==> src/source/kitt_pkg.sv <==
package kitt_pkg;

    localparam int num_lamps        = 8;
    localparam int pwm_period       = 100;   // clocks per pwm frame
    localparam int duty_25_cycles   = 24;
    localparam int duty_10_cycles   = 9;
    localparam int duty_05_cycles   = 4;
    localparam int step_slow_cycles = 1500;  // clocks per scan step
    localparam int step_fast_cycles = 1000;
    localparam int step_cnt_w       = $clog2(step_slow_cycles);
    localparam int pwm_cnt_w        = $clog2(pwm_period);

    // steps in one repeating cycle of each mode
    localparam int bounce_steps   = 22;
    localparam int converge_steps = 9;
    localparam int sweep_steps    = 10;
    localparam int step_idx_w     = $clog2(bounce_steps);

    localparam int duty_bit_25 = 0;  // strobe positions in duty_vec_t
    localparam int duty_bit_10 = 1;
    localparam int duty_bit_05 = 2;

    typedef logic [num_lamps-1:0] lamp_vec_t;
    typedef logic [2:0]           duty_vec_t;

    typedef enum logic [2:0] {
        level_full = 3'd0,
        level_25   = 3'd1,
        level_10   = 3'd2,
        level_05   = 3'd3,
        level_off  = 3'd4
    } lamp_level_t;

    typedef lamp_level_t [num_lamps-1:0] level_array_t;

    localparam level_array_t levels_dark = level_array_t'({num_lamps{level_off}});

    typedef enum logic [1:0] {
        mode_bounce   = 2'd0,
        mode_converge = 2'd1,
        mode_sweep    = 2'd2,
        mode_alt      = 2'd3   // runs the bounce sequence
    } scan_mode_t;

    typedef enum logic [1:0] {st_idle, st_capture, st_run} scan_state_t;

    typedef enum logic [2:0] {
        op_hold, op_clear, op_load, op_shift_up, op_shift_down, op_converge, op_diverge
    } pattern_op_t;

    typedef enum logic [3:0] {
        pat_bounce_start, pat_bounce_2, pat_bounce_3, pat_bounce_4,
        pat_bounce_top, pat_bounce_top_2, pat_bounce_top_3, pat_bounce_top_4,
        pat_bounce_bottom, pat_converge_edge, pat_converge_edge_2, pat_converge_center,
        pat_converge_center_2, pat_sweep_top, pat_sweep_top_2, pat_dark
    } pattern_id_t;

endpackage
==> src/source/kitt_scanner.sv <==
module kitt_scanner import kitt_pkg::*; (
    input  logic       clk,
    input  logic       rst_n,
    input  logic       ena,
    input  logic       speed,
    input  logic [1:0] mode,
    input  logic       oinv,
    input  logic       osel,
    output lamp_vec_t  led
);

    logic         step_run;
    logic         step_fast;
    logic         step_done;
    logic         pwm_run;
    logic         out_sel;
    logic         out_inv;
    pattern_op_t  pat_op;
    pattern_id_t  pat_id;
    duty_vec_t    duty;
    lamp_vec_t    lamps;
    level_array_t levels;

    scan_ctrl scan_ctrl_inst (
        .clk       (clk),
        .rst_n     (rst_n),
        .ena       (ena),
        .speed     (speed),
        .mode      (scan_mode_t'(mode)),
        .oinv      (oinv),
        .osel      (osel),
        .step_done (step_done),
        .step_run  (step_run),
        .step_fast (step_fast),
        .pwm_run   (pwm_run),
        .pat_op    (pat_op),
        .pat_id    (pat_id),
        .out_sel   (out_sel),
        .out_inv   (out_inv)
    );

    step_timer step_timer_inst (
        .clk       (clk),
        .rst_n     (rst_n),
        .run       (step_run),
        .fast      (step_fast),
        .step_done (step_done)
    );

    pwm_gen pwm_gen_inst (
        .clk   (clk),
        .rst_n (rst_n),
        .run   (pwm_run),
        .duty  (duty)
    );

    lamp_pattern lamp_pattern_inst (
        .clk    (clk),
        .rst_n  (rst_n),
        .op     (pat_op),
        .id     (pat_id),
        .lamps  (lamps),
        .levels (levels)
    );

    lamp_driver lamp_driver_inst (
        .clk    (clk),
        .rst_n  (rst_n),
        .lamps  (lamps),
        .levels (levels),
        .duty   (duty),
        .sel    (out_sel),
        .inv    (out_inv),
        .led    (led)
    );

endmodule

==> src/source/lamp_driver.sv <==
module lamp_driver import kitt_pkg::*; (
    input  logic         clk,
    input  logic         rst_n,
    input  lamp_vec_t    lamps,
    input  level_array_t levels,
    input  duty_vec_t    duty,
    input  logic         sel,
    input  logic         inv,
    output lamp_vec_t    led
);

    lamp_vec_t pwm_nxt;
    lamp_vec_t pwm_q;
    lamp_vec_t lamp_q;

    always_comb begin
        for (int i = 0; i < num_lamps; i++) begin
            case (levels[i])
                level_full: pwm_nxt[i] = 1'b1;
                level_25:   pwm_nxt[i] = duty[duty_bit_25];
                level_10:   pwm_nxt[i] = duty[duty_bit_10];
                level_05:   pwm_nxt[i] = duty[duty_bit_05];
                default:    pwm_nxt[i] = 1'b0;
            endcase
        end
    end

    always_ff @(posedge clk or negedge rst_n) begin
        if (!rst_n) begin
            pwm_q  <= '0;
            lamp_q <= '0;
        end else begin
            pwm_q  <= pwm_nxt;
            lamp_q <= lamps;
        end
    end

    assign led = {num_lamps{inv}} ^ (sel ? pwm_q : lamp_q);

endmodule

==> src/source/lamp_pattern.sv <==
module lamp_pattern import kitt_pkg::*; (
    input  logic         clk,
    input  logic         rst_n,
    input  pattern_op_t  op,
    input  pattern_id_t  id,
    output lamp_vec_t    lamps,
    output level_array_t levels
);

    localparam int half = num_lamps / 2;

    lamp_vec_t    pre_lamps;
    level_array_t pre_levels;
    lamp_vec_t    lamps_nxt;
    level_array_t levels_nxt;

    always_comb begin
        case (id)
            pat_bounce_start:      pre_lamps = 8'h01;
            pat_bounce_2:          pre_lamps = 8'h03;
            pat_bounce_3:          pre_lamps = 8'h07;
            pat_bounce_4:          pre_lamps = 8'h0f;
            pat_bounce_top:        pre_lamps = 8'h80;
            pat_bounce_top_2:      pre_lamps = 8'hc0;
            pat_bounce_top_3:      pre_lamps = 8'he0;
            pat_bounce_top_4:      pre_lamps = 8'hf0;
            pat_bounce_bottom:     pre_lamps = 8'h01;
            pat_converge_edge:     pre_lamps = 8'h81;
            pat_converge_edge_2:   pre_lamps = 8'hc3;
            pat_converge_center:   pre_lamps = 8'h18;
            pat_converge_center_2: pre_lamps = 8'h3c;
            pat_sweep_top:         pre_lamps = 8'h80;
            pat_sweep_top_2:       pre_lamps = 8'h40;  // lamp 7 dim in pwm only
            default:               pre_lamps = 8'h00;
        endcase
    end

    // levels listed from lamp 7 down to lamp 0
    always_comb begin
        pre_levels = levels_dark;
        case (id)
            pat_bounce_start:  pre_levels[0] = level_full;
            pat_bounce_2:      pre_levels[1:0] = {level_full, level_25};
            pat_bounce_3:      pre_levels[2:0] = {level_full, level_25, level_10};
            pat_bounce_4:      pre_levels[3:0] = {level_full, level_25, level_10, level_05};
            pat_bounce_top:    pre_levels[7] = level_full;
            pat_bounce_top_2:  pre_levels[7:6] = {level_25, level_full};
            pat_bounce_top_3:  pre_levels[7:5] = {level_10, level_25, level_full};
            pat_bounce_top_4:  pre_levels[7:4] = {level_05, level_10, level_25, level_full};
            pat_bounce_bottom: pre_levels[0] = level_05;  // fading tail at the bottom
            pat_converge_edge: begin
                pre_levels[7] = level_full;
                pre_levels[0] = level_full;
            end
            pat_converge_edge_2: begin
                pre_levels[7:6] = {level_10, level_full};
                pre_levels[1:0] = {level_full, level_10};
            end
            pat_converge_center:   pre_levels[4:3] = {level_full, level_full};
            pat_converge_center_2: pre_levels[5:2] = {level_full, level_10, level_10, level_full};
            pat_sweep_top:         pre_levels[7] = level_full;
            pat_sweep_top_2:       pre_levels[7:6] = {level_10, level_full};
            default:               pre_levels = levels_dark;
        endcase
    end

    always_comb begin
        lamps_nxt  = '0;  // vacated lamps go dark
        levels_nxt = levels_dark;
        case (op)
            op_hold: begin
                lamps_nxt  = lamps;
                levels_nxt = levels;
            end
            op_load: begin
                lamps_nxt  = pre_lamps;
                levels_nxt = pre_levels;
            end
            op_shift_up: begin
                for (int i = 1; i < num_lamps; i++) begin
                    lamps_nxt[i]  = lamps[i-1];
                    levels_nxt[i] = levels[i-1];
                end
            end
            op_shift_down: begin
                for (int i = 0; i < num_lamps - 1; i++) begin
                    lamps_nxt[i]  = lamps[i+1];
                    levels_nxt[i] = levels[i+1];
                end
            end
            op_converge: begin
                for (int i = 1; i < half; i++) begin
                    lamps_nxt[i]  = lamps[i-1];
                    levels_nxt[i] = levels[i-1];
                end
                for (int i = half; i < num_lamps - 1; i++) begin
                    lamps_nxt[i]  = lamps[i+1];
                    levels_nxt[i] = levels[i+1];
                end
            end
            op_diverge: begin
                for (int i = 0; i < half - 1; i++) begin
                    lamps_nxt[i]  = lamps[i+1];
                    levels_nxt[i] = levels[i+1];
                end
                for (int i = half + 1; i < num_lamps; i++) begin
                    lamps_nxt[i]  = lamps[i-1];
                    levels_nxt[i] = levels[i-1];
                end
            end
            default: lamps_nxt = '0;  // clear
        endcase
    end

    always_ff @(posedge clk or negedge rst_n) begin
        if (!rst_n) begin
            lamps  <= '0;
            levels <= levels_dark;
        end else begin
            lamps  <= lamps_nxt;
            levels <= levels_nxt;
        end
    end

endmodule

==> src/source/pwm_gen.sv <==
module pwm_gen import kitt_pkg::*; (
    input  logic      clk,
    input  logic      rst_n,
    input  logic      run,
    output duty_vec_t duty
);

    logic [pwm_cnt_w-1:0] cnt;

    always_ff @(posedge clk or negedge rst_n) begin
        if (!rst_n) begin
            cnt <= '0;
        end else if (!run || cnt == pwm_cnt_w'(pwm_period - 1)) begin
            cnt <= '0;
        end else begin
            cnt <= cnt + 1'b1;
        end
    end

    // strobes lead the registered lamp bits by one cycle
    always_comb begin
        duty              = '0;
        duty[duty_bit_25] = run && (cnt < pwm_cnt_w'(duty_25_cycles));
        duty[duty_bit_10] = run && (cnt < pwm_cnt_w'(duty_10_cycles));
        duty[duty_bit_05] = run && (cnt < pwm_cnt_w'(duty_05_cycles));
    end

endmodule

==> src/source/step_timer.sv <==
module step_timer import kitt_pkg::*; (
    input  logic clk,
    input  logic rst_n,
    input  logic run,
    input  logic fast,
    output logic step_done
);

    logic [step_cnt_w-1:0] cnt;
    logic [step_cnt_w-1:0] cnt_last;

    assign cnt_last = fast ? step_cnt_w'(step_fast_cycles - 1)
                           : step_cnt_w'(step_slow_cycles - 1);

    assign step_done = !run || (cnt == cnt_last);  // stays high while stopped

    always_ff @(posedge clk or negedge rst_n) begin
        if (!rst_n) begin
            cnt <= '0;
        end else if (!run || cnt >= cnt_last) begin
            cnt <= '0;  // also catches a speed change mid-step
        end else begin
            cnt <= cnt + 1'b1;
        end
    end

endmodule

==> src/source/scan_ctrl.sv <==
module scan_ctrl import kitt_pkg::*; (
    input  logic        clk,
    input  logic        rst_n,
    input  logic        ena,
    input  logic        speed,
    input  scan_mode_t  mode,
    input  logic        oinv,
    input  logic        osel,
    input  logic        step_done,
    output logic        step_run,
    output logic        step_fast,
    output logic        pwm_run,
    output pattern_op_t pat_op,
    output pattern_id_t pat_id,
    output logic        out_sel,
    output logic        out_inv
);

    scan_state_t             state;
    scan_state_t             state_nxt;
    scan_mode_t              mode_q;
    logic [step_idx_w-1:0]   step_idx;
    logic [step_idx_w-1:0]   step_last;
    pattern_op_t             seq_op;
    pattern_id_t             seq_id;
    pattern_id_t             start_id;

    assign step_run = (state != st_idle);  // prescaler starts counting in capture
    assign pwm_run  = (state == st_run);

    always_comb begin
        case (state)
            st_idle:    state_nxt = st_capture;
            st_capture: state_nxt = st_run;
            default:    state_nxt = st_run;
        endcase
        if (!ena) begin
            state_nxt = st_idle;
        end
    end

    always_ff @(posedge clk or negedge rst_n) begin
        if (!rst_n) begin
            state     <= st_idle;
            mode_q    <= mode_bounce;
            step_fast <= 1'b0;
            out_sel   <= 1'b0;
            out_inv   <= 1'b0;
            step_idx  <= '0;
        end else begin
            state <= state_nxt;
            if (!ena) begin
                out_sel <= 1'b0;  // dark, non-inverted output while idle
                out_inv <= 1'b0;
            end else if (state == st_capture) begin
                mode_q    <= mode;
                step_fast <= speed;
                out_sel   <= osel;
                out_inv   <= oinv;
            end
            if (state != st_run) begin
                step_idx <= '0;
            end else if (step_done) begin
                step_idx <= (step_idx == step_last) ? '0 : step_idx + 1'b1;
            end
        end
    end

    // start preset follows the live mode input, it is loaded before capture
    always_comb begin
        case (mode)
            mode_converge: start_id = pat_converge_edge;
            mode_sweep:    start_id = pat_dark;
            default:       start_id = pat_bounce_start;
        endcase
    end

    // per-step sequence of the captured mode
    always_comb begin
        seq_op = op_load;
        seq_id = pat_dark;
        case (mode_q)
            mode_converge: begin
                step_last = step_idx_w'(converge_steps - 1);
                case (step_idx) inside
                    0, 8:    seq_id = pat_converge_edge;
                    1:       seq_id = pat_converge_edge_2;
                    [2:4]:   seq_op = op_converge;
                    5:       seq_id = pat_converge_center;
                    6:       seq_id = pat_converge_center_2;
                    7:       seq_op = op_diverge;
                    default: seq_op = op_hold;
                endcase
            end
            mode_sweep: begin
                step_last = step_idx_w'(sweep_steps - 1);
                case (step_idx) inside
                    0:       seq_id = pat_sweep_top;
                    1:       seq_id = pat_sweep_top_2;  // dim trail above the dot
                    [2:8]:   seq_op = op_shift_down;
                    9:       seq_id = pat_dark;
                    default: seq_op = op_hold;
                endcase
            end
            default: begin
                step_last = step_idx_w'(bounce_steps - 1);
                case (step_idx) inside
                    0:       seq_id = pat_bounce_2;
                    1:       seq_id = pat_bounce_3;
                    2:       seq_id = pat_bounce_4;
                    [3:9]:   seq_op = op_shift_up;     // bar runs to the top
                    10:      seq_id = pat_bounce_top;
                    11:      seq_id = pat_bounce_top_2;
                    12:      seq_id = pat_bounce_top_3;
                    13:      seq_id = pat_bounce_top_4;
                    [14:20]: seq_op = op_shift_down;   // and back down
                    21:      seq_id = pat_bounce_bottom;
                    default: seq_op = op_hold;
                endcase
            end
        endcase
    end

    always_comb begin
        pat_op = op_hold;
        pat_id = pat_dark;
        if (!ena) begin
            pat_op = op_clear;
        end else if (state == st_idle) begin
            pat_op = op_load;
            pat_id = start_id;
        end else if (state == st_run && step_done) begin
            pat_op = seq_op;
            pat_id = seq_id;
        end
    end

endmodule

==> config.mk <==
export PLATFORM = sky130hd
export DESIGN_NAME = kitt_scanner
export DESIGN_NICKNAME = d
export VERILOG_FILES = /design/src/source/kitt_pkg.sv /design/src/source/kitt_scanner.sv /design/src/source/lamp_driver.sv /design/src/source/lamp_pattern.sv /design/src/source/pwm_gen.sv /design/src/source/step_timer.sv /design/src/source/scan_ctrl.sv
export SDC_FILE = /design/constraint.sdc
export NUM_CORES = 1
export LEC_CHECK = 0
export ABC_AREA = 1
export BUFFER_PORTS_ARGS = -buffer_cell sky130_fd_sc_hd__buf_2
export CORE_AREA = 2 2 109 111
export DETAILED_ROUTE_END_ITERATION = 8
export DIE_AREA = 0 0 111 113
export PLACE_DENSITY = 0.62
export RECOVER_POWER = 100
export SETUP_SLACK_MARGIN = 0.4
export SYNTH_ARGS = -nofsm -noshare
export SYNTH_HDL_FRONTEND = slang
export SYNTH_SLANG_ARGS = --single-unit
==> constraint.sdc <==
create_clock -name clk -period 3.4 [get_ports clk]
set_clock_uncertainty 0.2 [all_clocks]
set_input_delay 0 -clock clk [delete_from_list [all_inputs] [get_ports clk]]
set_output_delay 0 -clock clk [all_outputs]
set_load 0.005 [all_outputs]
# Word-level counts from Yosys, hierarchy flattened
# Memories as Yosys holds them, arrays and structs flattened.
# Index checks and enable logic that the tools add are counted.
dict set report op_classes {
  mux 86
  addsub 3
  n_eq_ne 66
  n_bitwise 1
  reduce_logical 44
  n_lt_le_gt_ge 11
}
# op n
set ops {}
lappend ops {{$mux 4} 17}
lappend ops {{$mux 3} 22}
lappend ops {{$eq 3x2->1 const B} 18}
lappend ops {{$pmux 6 s4} 2}
lappend ops {{$pmux 3 s3} 4}
lappend ops {{$pmux 1 s4} 8}
lappend ops {{$eq 5x4->1 const B} 6}
lappend ops {{$pmux 3 s2} 5}
lappend ops {{$pmux 6 s5} 1}
lappend ops {{$eq 4x4->1 const B} 7}
lappend ops {{$logic_not 3->1} 9}
lappend ops {{$reduce_or 2->1} 13}
lappend ops {{$eq 3x1->1 const B} 8}
lappend ops {{$pmux 3 s4} 2}
lappend ops {{$mux 11} 2}
lappend ops {{$eq 4x3->1 const B} 4}
lappend ops {{$pmux 2 s4} 2}
lappend ops {{$pmux 4 s2} 2}
lappend ops {{$eq 5x3->1 const B} 3}
lappend ops {{$mux 5} 3}
lappend ops {{$add 11x1->11 const B} 1}
lappend ops {{$eq 11x11->1} 1}
lappend ops {{$ge 11x11->1} 1}
lappend ops {{$ge 5x2->1 const B} 2}
lappend ops {{other kinds (38)} 68}
dict set report word_totals {
  regBits 78
  inputBits 8
  wordCells 231
  rom_bits 128
  mem_count 1
  out_inout_bits 8
}
# memory words word_bits rd rd_clocked_by_memory_dff write_ports line
set mem_list {}
lappend mem_list {{(no name shown)} 16 8 1 0 0 lamp_pattern.sv:18} ;# case (id)

# Logic depth before layout (Yosys ltp)
dict set report logic_depth {
  word_depth 19
  ltp_mapped 22
  mapped_depth_nobuf 22
}

# By module
# From an unflattened synthesis, not the netlist that was laid out.
dict set report hier_totals {
  cells_unflattened 766
  area_unflattened_um2 5276.3
}
# mod area_each_um2 seq_area_each_um2 cells_per_inst instances
set by_module_without_submodules {}
lappend by_module_without_submodules {lamp_pattern 1993.2 810.8 283 1}
lappend by_module_without_submodules {scan_ctrl 1184.9 300.3 195 1}
lappend by_module_without_submodules {lamp_driver 937.1 400.4 143 1}
lappend by_module_without_submodules {step_timer 755.7 275.3 95 1}
lappend by_module_without_submodules {pwm_gen 405.4 175.2 50 1}

# Worst setup path before layout
# No wires, ideal clock.
dict set report synth_timing {
  path_kind {flip-flop to flip-flop}
  startpoint {register scan_ctrl_inst.step_idx[1]}
  endpoint {register lamp_pattern_inst.levels[23] (netlist name)}
  setup_ns 0.067
  arrival_ns 2.677
  slack_ns 0.456
  n_path_buf 1
  required_time_ns 3.133
  period_less_slack_ns 2.944
  stages_incl_launch_ff 20
  path_cell_list {dfrtp_1 buf_2 inv_1 ha_1 nand2_2 nor2_2 inv_1 o21ai_0 nand2_1 o22ai_1 nand2_1 nand2_1 nand2_1 ha_1 or2_2 nand3_1 nand3_2 nor2_1 nor2_1 nor2_1}
}
dict set report synth_via {
  elab_chain_len 19
  elab_cells_between_ends 87
  classes_between {7 x order compare; 23 x eq/ne; 47 x mux; 10 x reduce/logical}
}
# item line
set synth_rtl {}
lappend synth_rtl {{start, declared} scan_ctrl.sv:22} ;# logic [step_idx_w-1:0] step_idx;
lappend synth_rtl {{start signal, assigned} scan_ctrl.sv:64} ;# step_idx <= (step_idx == step_last) ? '0 : step_idx + 1'b1;
lappend synth_rtl {{$ge 5x4->1 (no source line) (tied with other cells)} -}
lappend synth_rtl {{$logic_and 1x1->1 (no source line) / $mux 3 (equally long branches)} -}
lappend synth_rtl {{$mux 4 (9 in a row)} scan_ctrl.sv:107} ;# case (step_idx) inside
lappend synth_rtl {{$pmux 4 s2} scan_ctrl.sv:82} ;# case (mode_q)
lappend synth_rtl {{$mux 4} scan_ctrl.sv:132} ;# end else if (state == st_run && step_done) begin
lappend synth_rtl {{$mux 4} scan_ctrl.sv:129} ;# end else if (state == st_idle) begin
lappend synth_rtl {{$mux 4} scan_ctrl.sv:127} ;# if (!ena) begin
lappend synth_rtl {{$eq 4x3->1 / $eq 4x4->1 (equally long branches)} lamp_pattern.sv:41} ;# case (id)
lappend synth_rtl {{$reduce_or 3->1 (no source line)} -}
lappend synth_rtl {{$pmux 3 s4} lamp_pattern.sv:41}
lappend synth_rtl {{$pmux 3 s3} lamp_pattern.sv:70} ;# case (op)
lappend synth_rtl {{end signal, assigned} lamp_pattern.sv:118} ;# levels <= levels_dark;
lappend synth_rtl {{end signal, assigned} lamp_pattern.sv:121} ;# levels <= levels_nxt;
lappend synth_rtl {{end, declared} lamp_pattern.sv:7} ;# output level_array_t levels
# Several ways; a longest one is shown, not always the timed one.
# A chain may end at the register's enable or synchronous reset.

# Worst setup path in the final report
dict set report layout_timing {
  startpoint {register scan_ctrl_inst.step_fast}
  endpoint {register lamp_pattern_inst.levels[14] (netlist name)}
}
dict set report layout_via {
  elab_chain_len 11
  elab_cells_between_ends 21
  classes_between {8 x eq/ne; 9 x mux; 4 x reduce/logical}
}
# item line
set layout_rtl {}
lappend layout_rtl {{start, declared} scan_ctrl.sv:11} ;# output logic step_fast,
lappend layout_rtl {{start signal, assigned} scan_ctrl.sv:57} ;# step_fast <= speed;
lappend layout_rtl {{$mux 11 (*)} step_timer.sv:12} ;# assign cnt_last = fast ? step_cnt_w'(step_fast_cycles - 1)
lappend layout_rtl {{$eq 11x11->1 (*)} step_timer.sv:15} ;# assign step_done = !run || (cnt == cnt_last);
lappend layout_rtl {{$logic_or 1x1->1 (*)} step_timer.sv:15}
lappend layout_rtl {{$logic_and 1x1->1 (*)} scan_ctrl.sv:132}
lappend layout_rtl {{$mux 4} scan_ctrl.sv:132}
lappend layout_rtl {{$mux 4} scan_ctrl.sv:129}
lappend layout_rtl {{$mux 4} scan_ctrl.sv:127}
lappend layout_rtl {{$eq 4x4->1 / $eq 4x3->1 (equally long branches)} lamp_pattern.sv:41}
lappend layout_rtl {{$reduce_or 2->1 (no source line)} -}
lappend layout_rtl {{$pmux 3 s2} lamp_pattern.sv:41}
lappend layout_rtl {{$pmux 6 s5} lamp_pattern.sv:70}
# Every way passes the cells marked *; elsewhere a longest branch is shown, timed or not.

==> key figures <==
Floorplanning
  – Initial Utilization: 0.448
  – Die width: approximately 110 um
  – Die Area: 12500 um2
  – I/O pin count: 16
  – Total core area: around 11000 um2
  – Row count: 39
  – Die Y: 113 um

Synth
  – Count of unique library cells instantiated by Yosys: 40
  – Simple-gate share of the synthesized area: 0.332
  – Adder-Cell Fraction of Synth Area: 0.0520
  – Avg Inst Size Synth: a little over 7 um2
  – Mux cell area share after synthesis: 0
  – Area leader, netlist: dfrtp_1
  – Synth warn: 0
  – Post-synth top flop: dfrtp_1
  – Cells after Synth: approximately 700
  – Commonest cells post-synth: nand2_1 (187), nor2_1 (89), inv_1 (73)
  – Syn nets: between 700 and 800
  – Post-Syn Area: ~5100 um2
  – Sequential area share after synthesis: 0.388
  – Largest family of logic cells by synthesized area: simple AND/OR/NAND/NOR gates
  – Post-synthesis register bit count: between 70 and 80
  – Post-synth top area share: 0.347
  – Post-synth EDFFs: 0
  – Compound-Gate Fraction of Synth Area: 0.127
  – Post-Synth XOR/XNOR Area: 0.0260
  – Synth async-reset ratio: 1.00
  – Largest cells by area after synthesis: dfrtp_1 (35%), nand2_1 (14%), nor2_1 (6.6%), nand3_1 (5.6%), inv_1 (5.4%)
  – Most common cell in the netlist: nand2_1

Clocking
  – Clock transition at path regs: ~0.070 ns
  – TritonCTS Buffers: 9
  – Clk buf depth: 2
  – Worst-skew pair later-pin latency: between 0.3 and 0.4 ns
  – TritonCTS clock tree: yes
  – # H-tree levels: 3
  – Clock Sinks: between 70 and 80
  – Root Driver: clkbuf_16

Layout
  – Register area: a little under 2000 um2
  – Fin nets: about 780
  – Final core occ: 0.545
  – Antenna diode count: 0
  – Share of layout cells above drive strength 1: 0.201
  – Area grow syn2layout: 21.7%
  – Multi-input combinational cell area: between 3000 and 4000 um2
  – Fill count: about 1000

Place
  – Final GP Congestion: just under 1
  – Hpwl dp: slightly below 10 mm
  – Post-Place Setup Slack: between 0.1 and 0.15 ns
  – Number of buffers added on ports: 15

Timing
  – Fin crit share: 0.891
  – RSZ-0062 raised after global routing: yes
  – Max Clk Rate: 330 MHz
  – Worst hold slack: between 0.2 and 0.25 ns
  – Setup TNS: 0 ns
  – Tightest Pin Transition: ~1.9 ns
  – Setup ws final: 0.372 ns
  – Final slew viol count: 79
  – Tmin final: 3.03 ns
  – Max-Slew Margin vs Limit: -0.251
  – Final hold vios: 0
  – Endpoints failing setup: 0

Setup path
  – Reg2reg start: scan_ctrl_inst.step_fast$_DFFE_PN0P_
  – Crit. Startpoint: scan_ctrl_inst.step_fast$_DFFE_PN0P_
  – Setup crit end kind: register
  – Worst Path Arrival: ~3.1 ns
  – CP required: ~3.5 ns
  – Reg2reg end: lamp_pattern_inst.levels[14]$_DFFE_PN1P_
  – Startpoint types: register
  – Worst r2r path cells: 17
  – CP Max Fanout: 7
  – CP Class: reg -> reg
  – Flop2flop setup slack: between 0.3 and 0.4 ns
  – Crit path to: lamp_pattern_inst.levels[14]$_DFFE_PN1P_

Run status
  – Failing checks: capacitance limit, slew limit
  – Status: finished with violations

Route
  – Final ANT Viol Nets: 0
  – Routed vias/inst: between 5 and 6
  – Pre-antenna DRT Iters: 6
  – Routed Wire Length: about 14 mm
  – Drc violations: 0
  – DR vias: 4982
  – Routed WL per cell: between 15 and 20 um
  – Iteration-0 DRC Markers: 450

Power and ir drop
  – Pwr dens: 451 nW/um2
  – Peak VDD IR: around 0.28 mV
  – Pleak: between 2 and 3 nW
  – Tot Pwr: between 0.002 and 0.003 W

Global route
  – Number of global-route vias before repair: around 4700
  – Initial antenna violation count: 0
  – First-pass GRT wire length: roughly 23 mm
  – Grt ovf: 0
  – Overall Global Routing Usage: 0.223
  – Largest net degree at the start of global routing: slightly below 80

Flow run
  – Max-cap violations: 1

Min path
  – Worst hold path type: reg -> reg
cells in the final DEF, fill, tap and decap left out, drive strengths merged, types with 2 or more instances in the layout:
| cell | count |
|---|---|
| a21oi | 36 |
| clkinvlp | 2 |
| o2111ai | 5 |
| nand3 | 62 |
| clkbuf | 19 |
| nand4 | 9 |
| o22ai | 5 |
| a311oi | 5 |
| o21ai | 38 |
| nand2 | 197 |
| a21o | 2 |
| or2 | 3 |
| nor3b | 6 |
| dlygate4sd3 | 9 |
| o221ai | 4 |
| dfstp | 8 |
| o211ai | 6 |
| xor2 | 12 |
| inv | 84 |
| buf | 31 |
| clkinv | 3 |
| nor3 | 15 |
| a22oi | 3 |
| xnor2 | 3 |
| ha | 21 |
| dfrtp | 70 |
| nor2 | 94 |
stage by stage:
step | std cells | cell area [um2]
final | 900 | 6150
after global routing | 900 | 6150
after CTS | 883 | 5760
after detailed placement | 852 | 5270
after global placement | 852 | 5270
after floorplan | 701 | 5050
worst min-delay path by stage:
| stage | end | from | slack, ns | depth (start not counted) |
|---|---|---|---|---|
| floorplan | lamp_driver_inst.lamp_q[0]$_DFF_PN0_ | rst_n | -0.50 | 0 |
| global placement | step_timer_inst.cnt[4]$_DFF_PN0_ | rst_n | 0.02 | 1 |
| detailed placement | step_timer_inst.cnt[0]$_DFF_PN0_ | rst_n | 0.03 | 1 |
| CTS | step_timer_inst.cnt[0]$_DFF_PN0_ | rst_n | 0.21 | 2 |
| global route | lamp_driver_inst.lamp_q[0]$_DFF_PN0_ | lamp_pattern_inst.lamps[0]$_DFFE_PN0P_ | 0.24 | 0 |
| finish | lamp_driver_inst.lamp_q[0]$_DFF_PN0_ | lamp_pattern_inst.lamps[0]$_DFFE_PN0P_ | 0.21 | 0 |
power breakdown:
part           total [W]  internal (W)  switching (W)
clock network    0.00101      0.000580       0.000430
logic           0.000651      0.000227       0.000424
registers        0.00111       0.00103      0.0000804
timing repair:
item | in CTS | in global routing
setup buffers | 6 | 15
gates cloned | 0 | 2
gates resized for setup | 15 | 77
pin swaps | 1 | 27
endpoints found under the setup margin | 17 | 31
hold buffers | 9 | 0
endpoints found under the hold margin | 77 | 0
registers in the layout (all words and copies together) (netlist names):
signal and flops:
pwm_gen_inst.cnt 7, scan_ctrl_inst.step_fast 1, step_timer_inst.cnt 11, lamp_pattern_inst.levels 24, scan_ctrl_inst.out_sel 1, lamp_driver_inst.lamp_q 8
scan_ctrl_inst.mode_q 2, scan_ctrl_inst.step_idx 5, lamp_driver_inst.pwm_q 8, scan_ctrl_inst.out_inv 1, scan_ctrl_inst.state 2, lamp_pattern_inst.lamps 8
cell families (layout without fill, tap and decap cells):
family	Yosys count	count (layout)
compound gates	106	107
xor+xnor	15	15
fa+ha+maj	21	21
buf+inv	94	149
flops	78	78
simple gates	387	387
routing by layer:
layer / track usage / share of wire
met5: 0 / 0
met4: 0.0883 / 0.027
met3: 0.0348 / 0.062
met2: 0.351 / 0.45
met1: 0.311 / 0.46
layout make-up:
| class | count | share of cell area |
|---|---|---|
| inverter | 82 | 0.0527 |
| timing repair buffer | 50 | 0.0586 |
| clock buffer | 9 | 0.0366 |
| multi-input combinational | 530 | 0.488 |
| tap | 143 | 0.0291 |
| timing repair inverter | 1 | 0.00122 |
| sequential | 78 | 0.320 |
| clock inverter | 7 | 0.0130 |
worst max-delay path, stage by stage (launching register included):
cell     delay, ns
dfrtp_1       0.52
inv_4         0.09
ha_4          0.29
nand2_2       0.05
nor2_2        0.12
nand4_1       0.17
buf_4         0.18
buf_4         0.14
nor2_1        0.08
nand2_1       0.06
a21oi_1       0.15
buf_6         0.15
buf_4         0.13
nand3_2       0.16
nand2_1       0.19
nor2_1        0.05
nor2_1        0.16
nor2_1        0.06
Note: power is estimated with default switching activity, not from simulation.
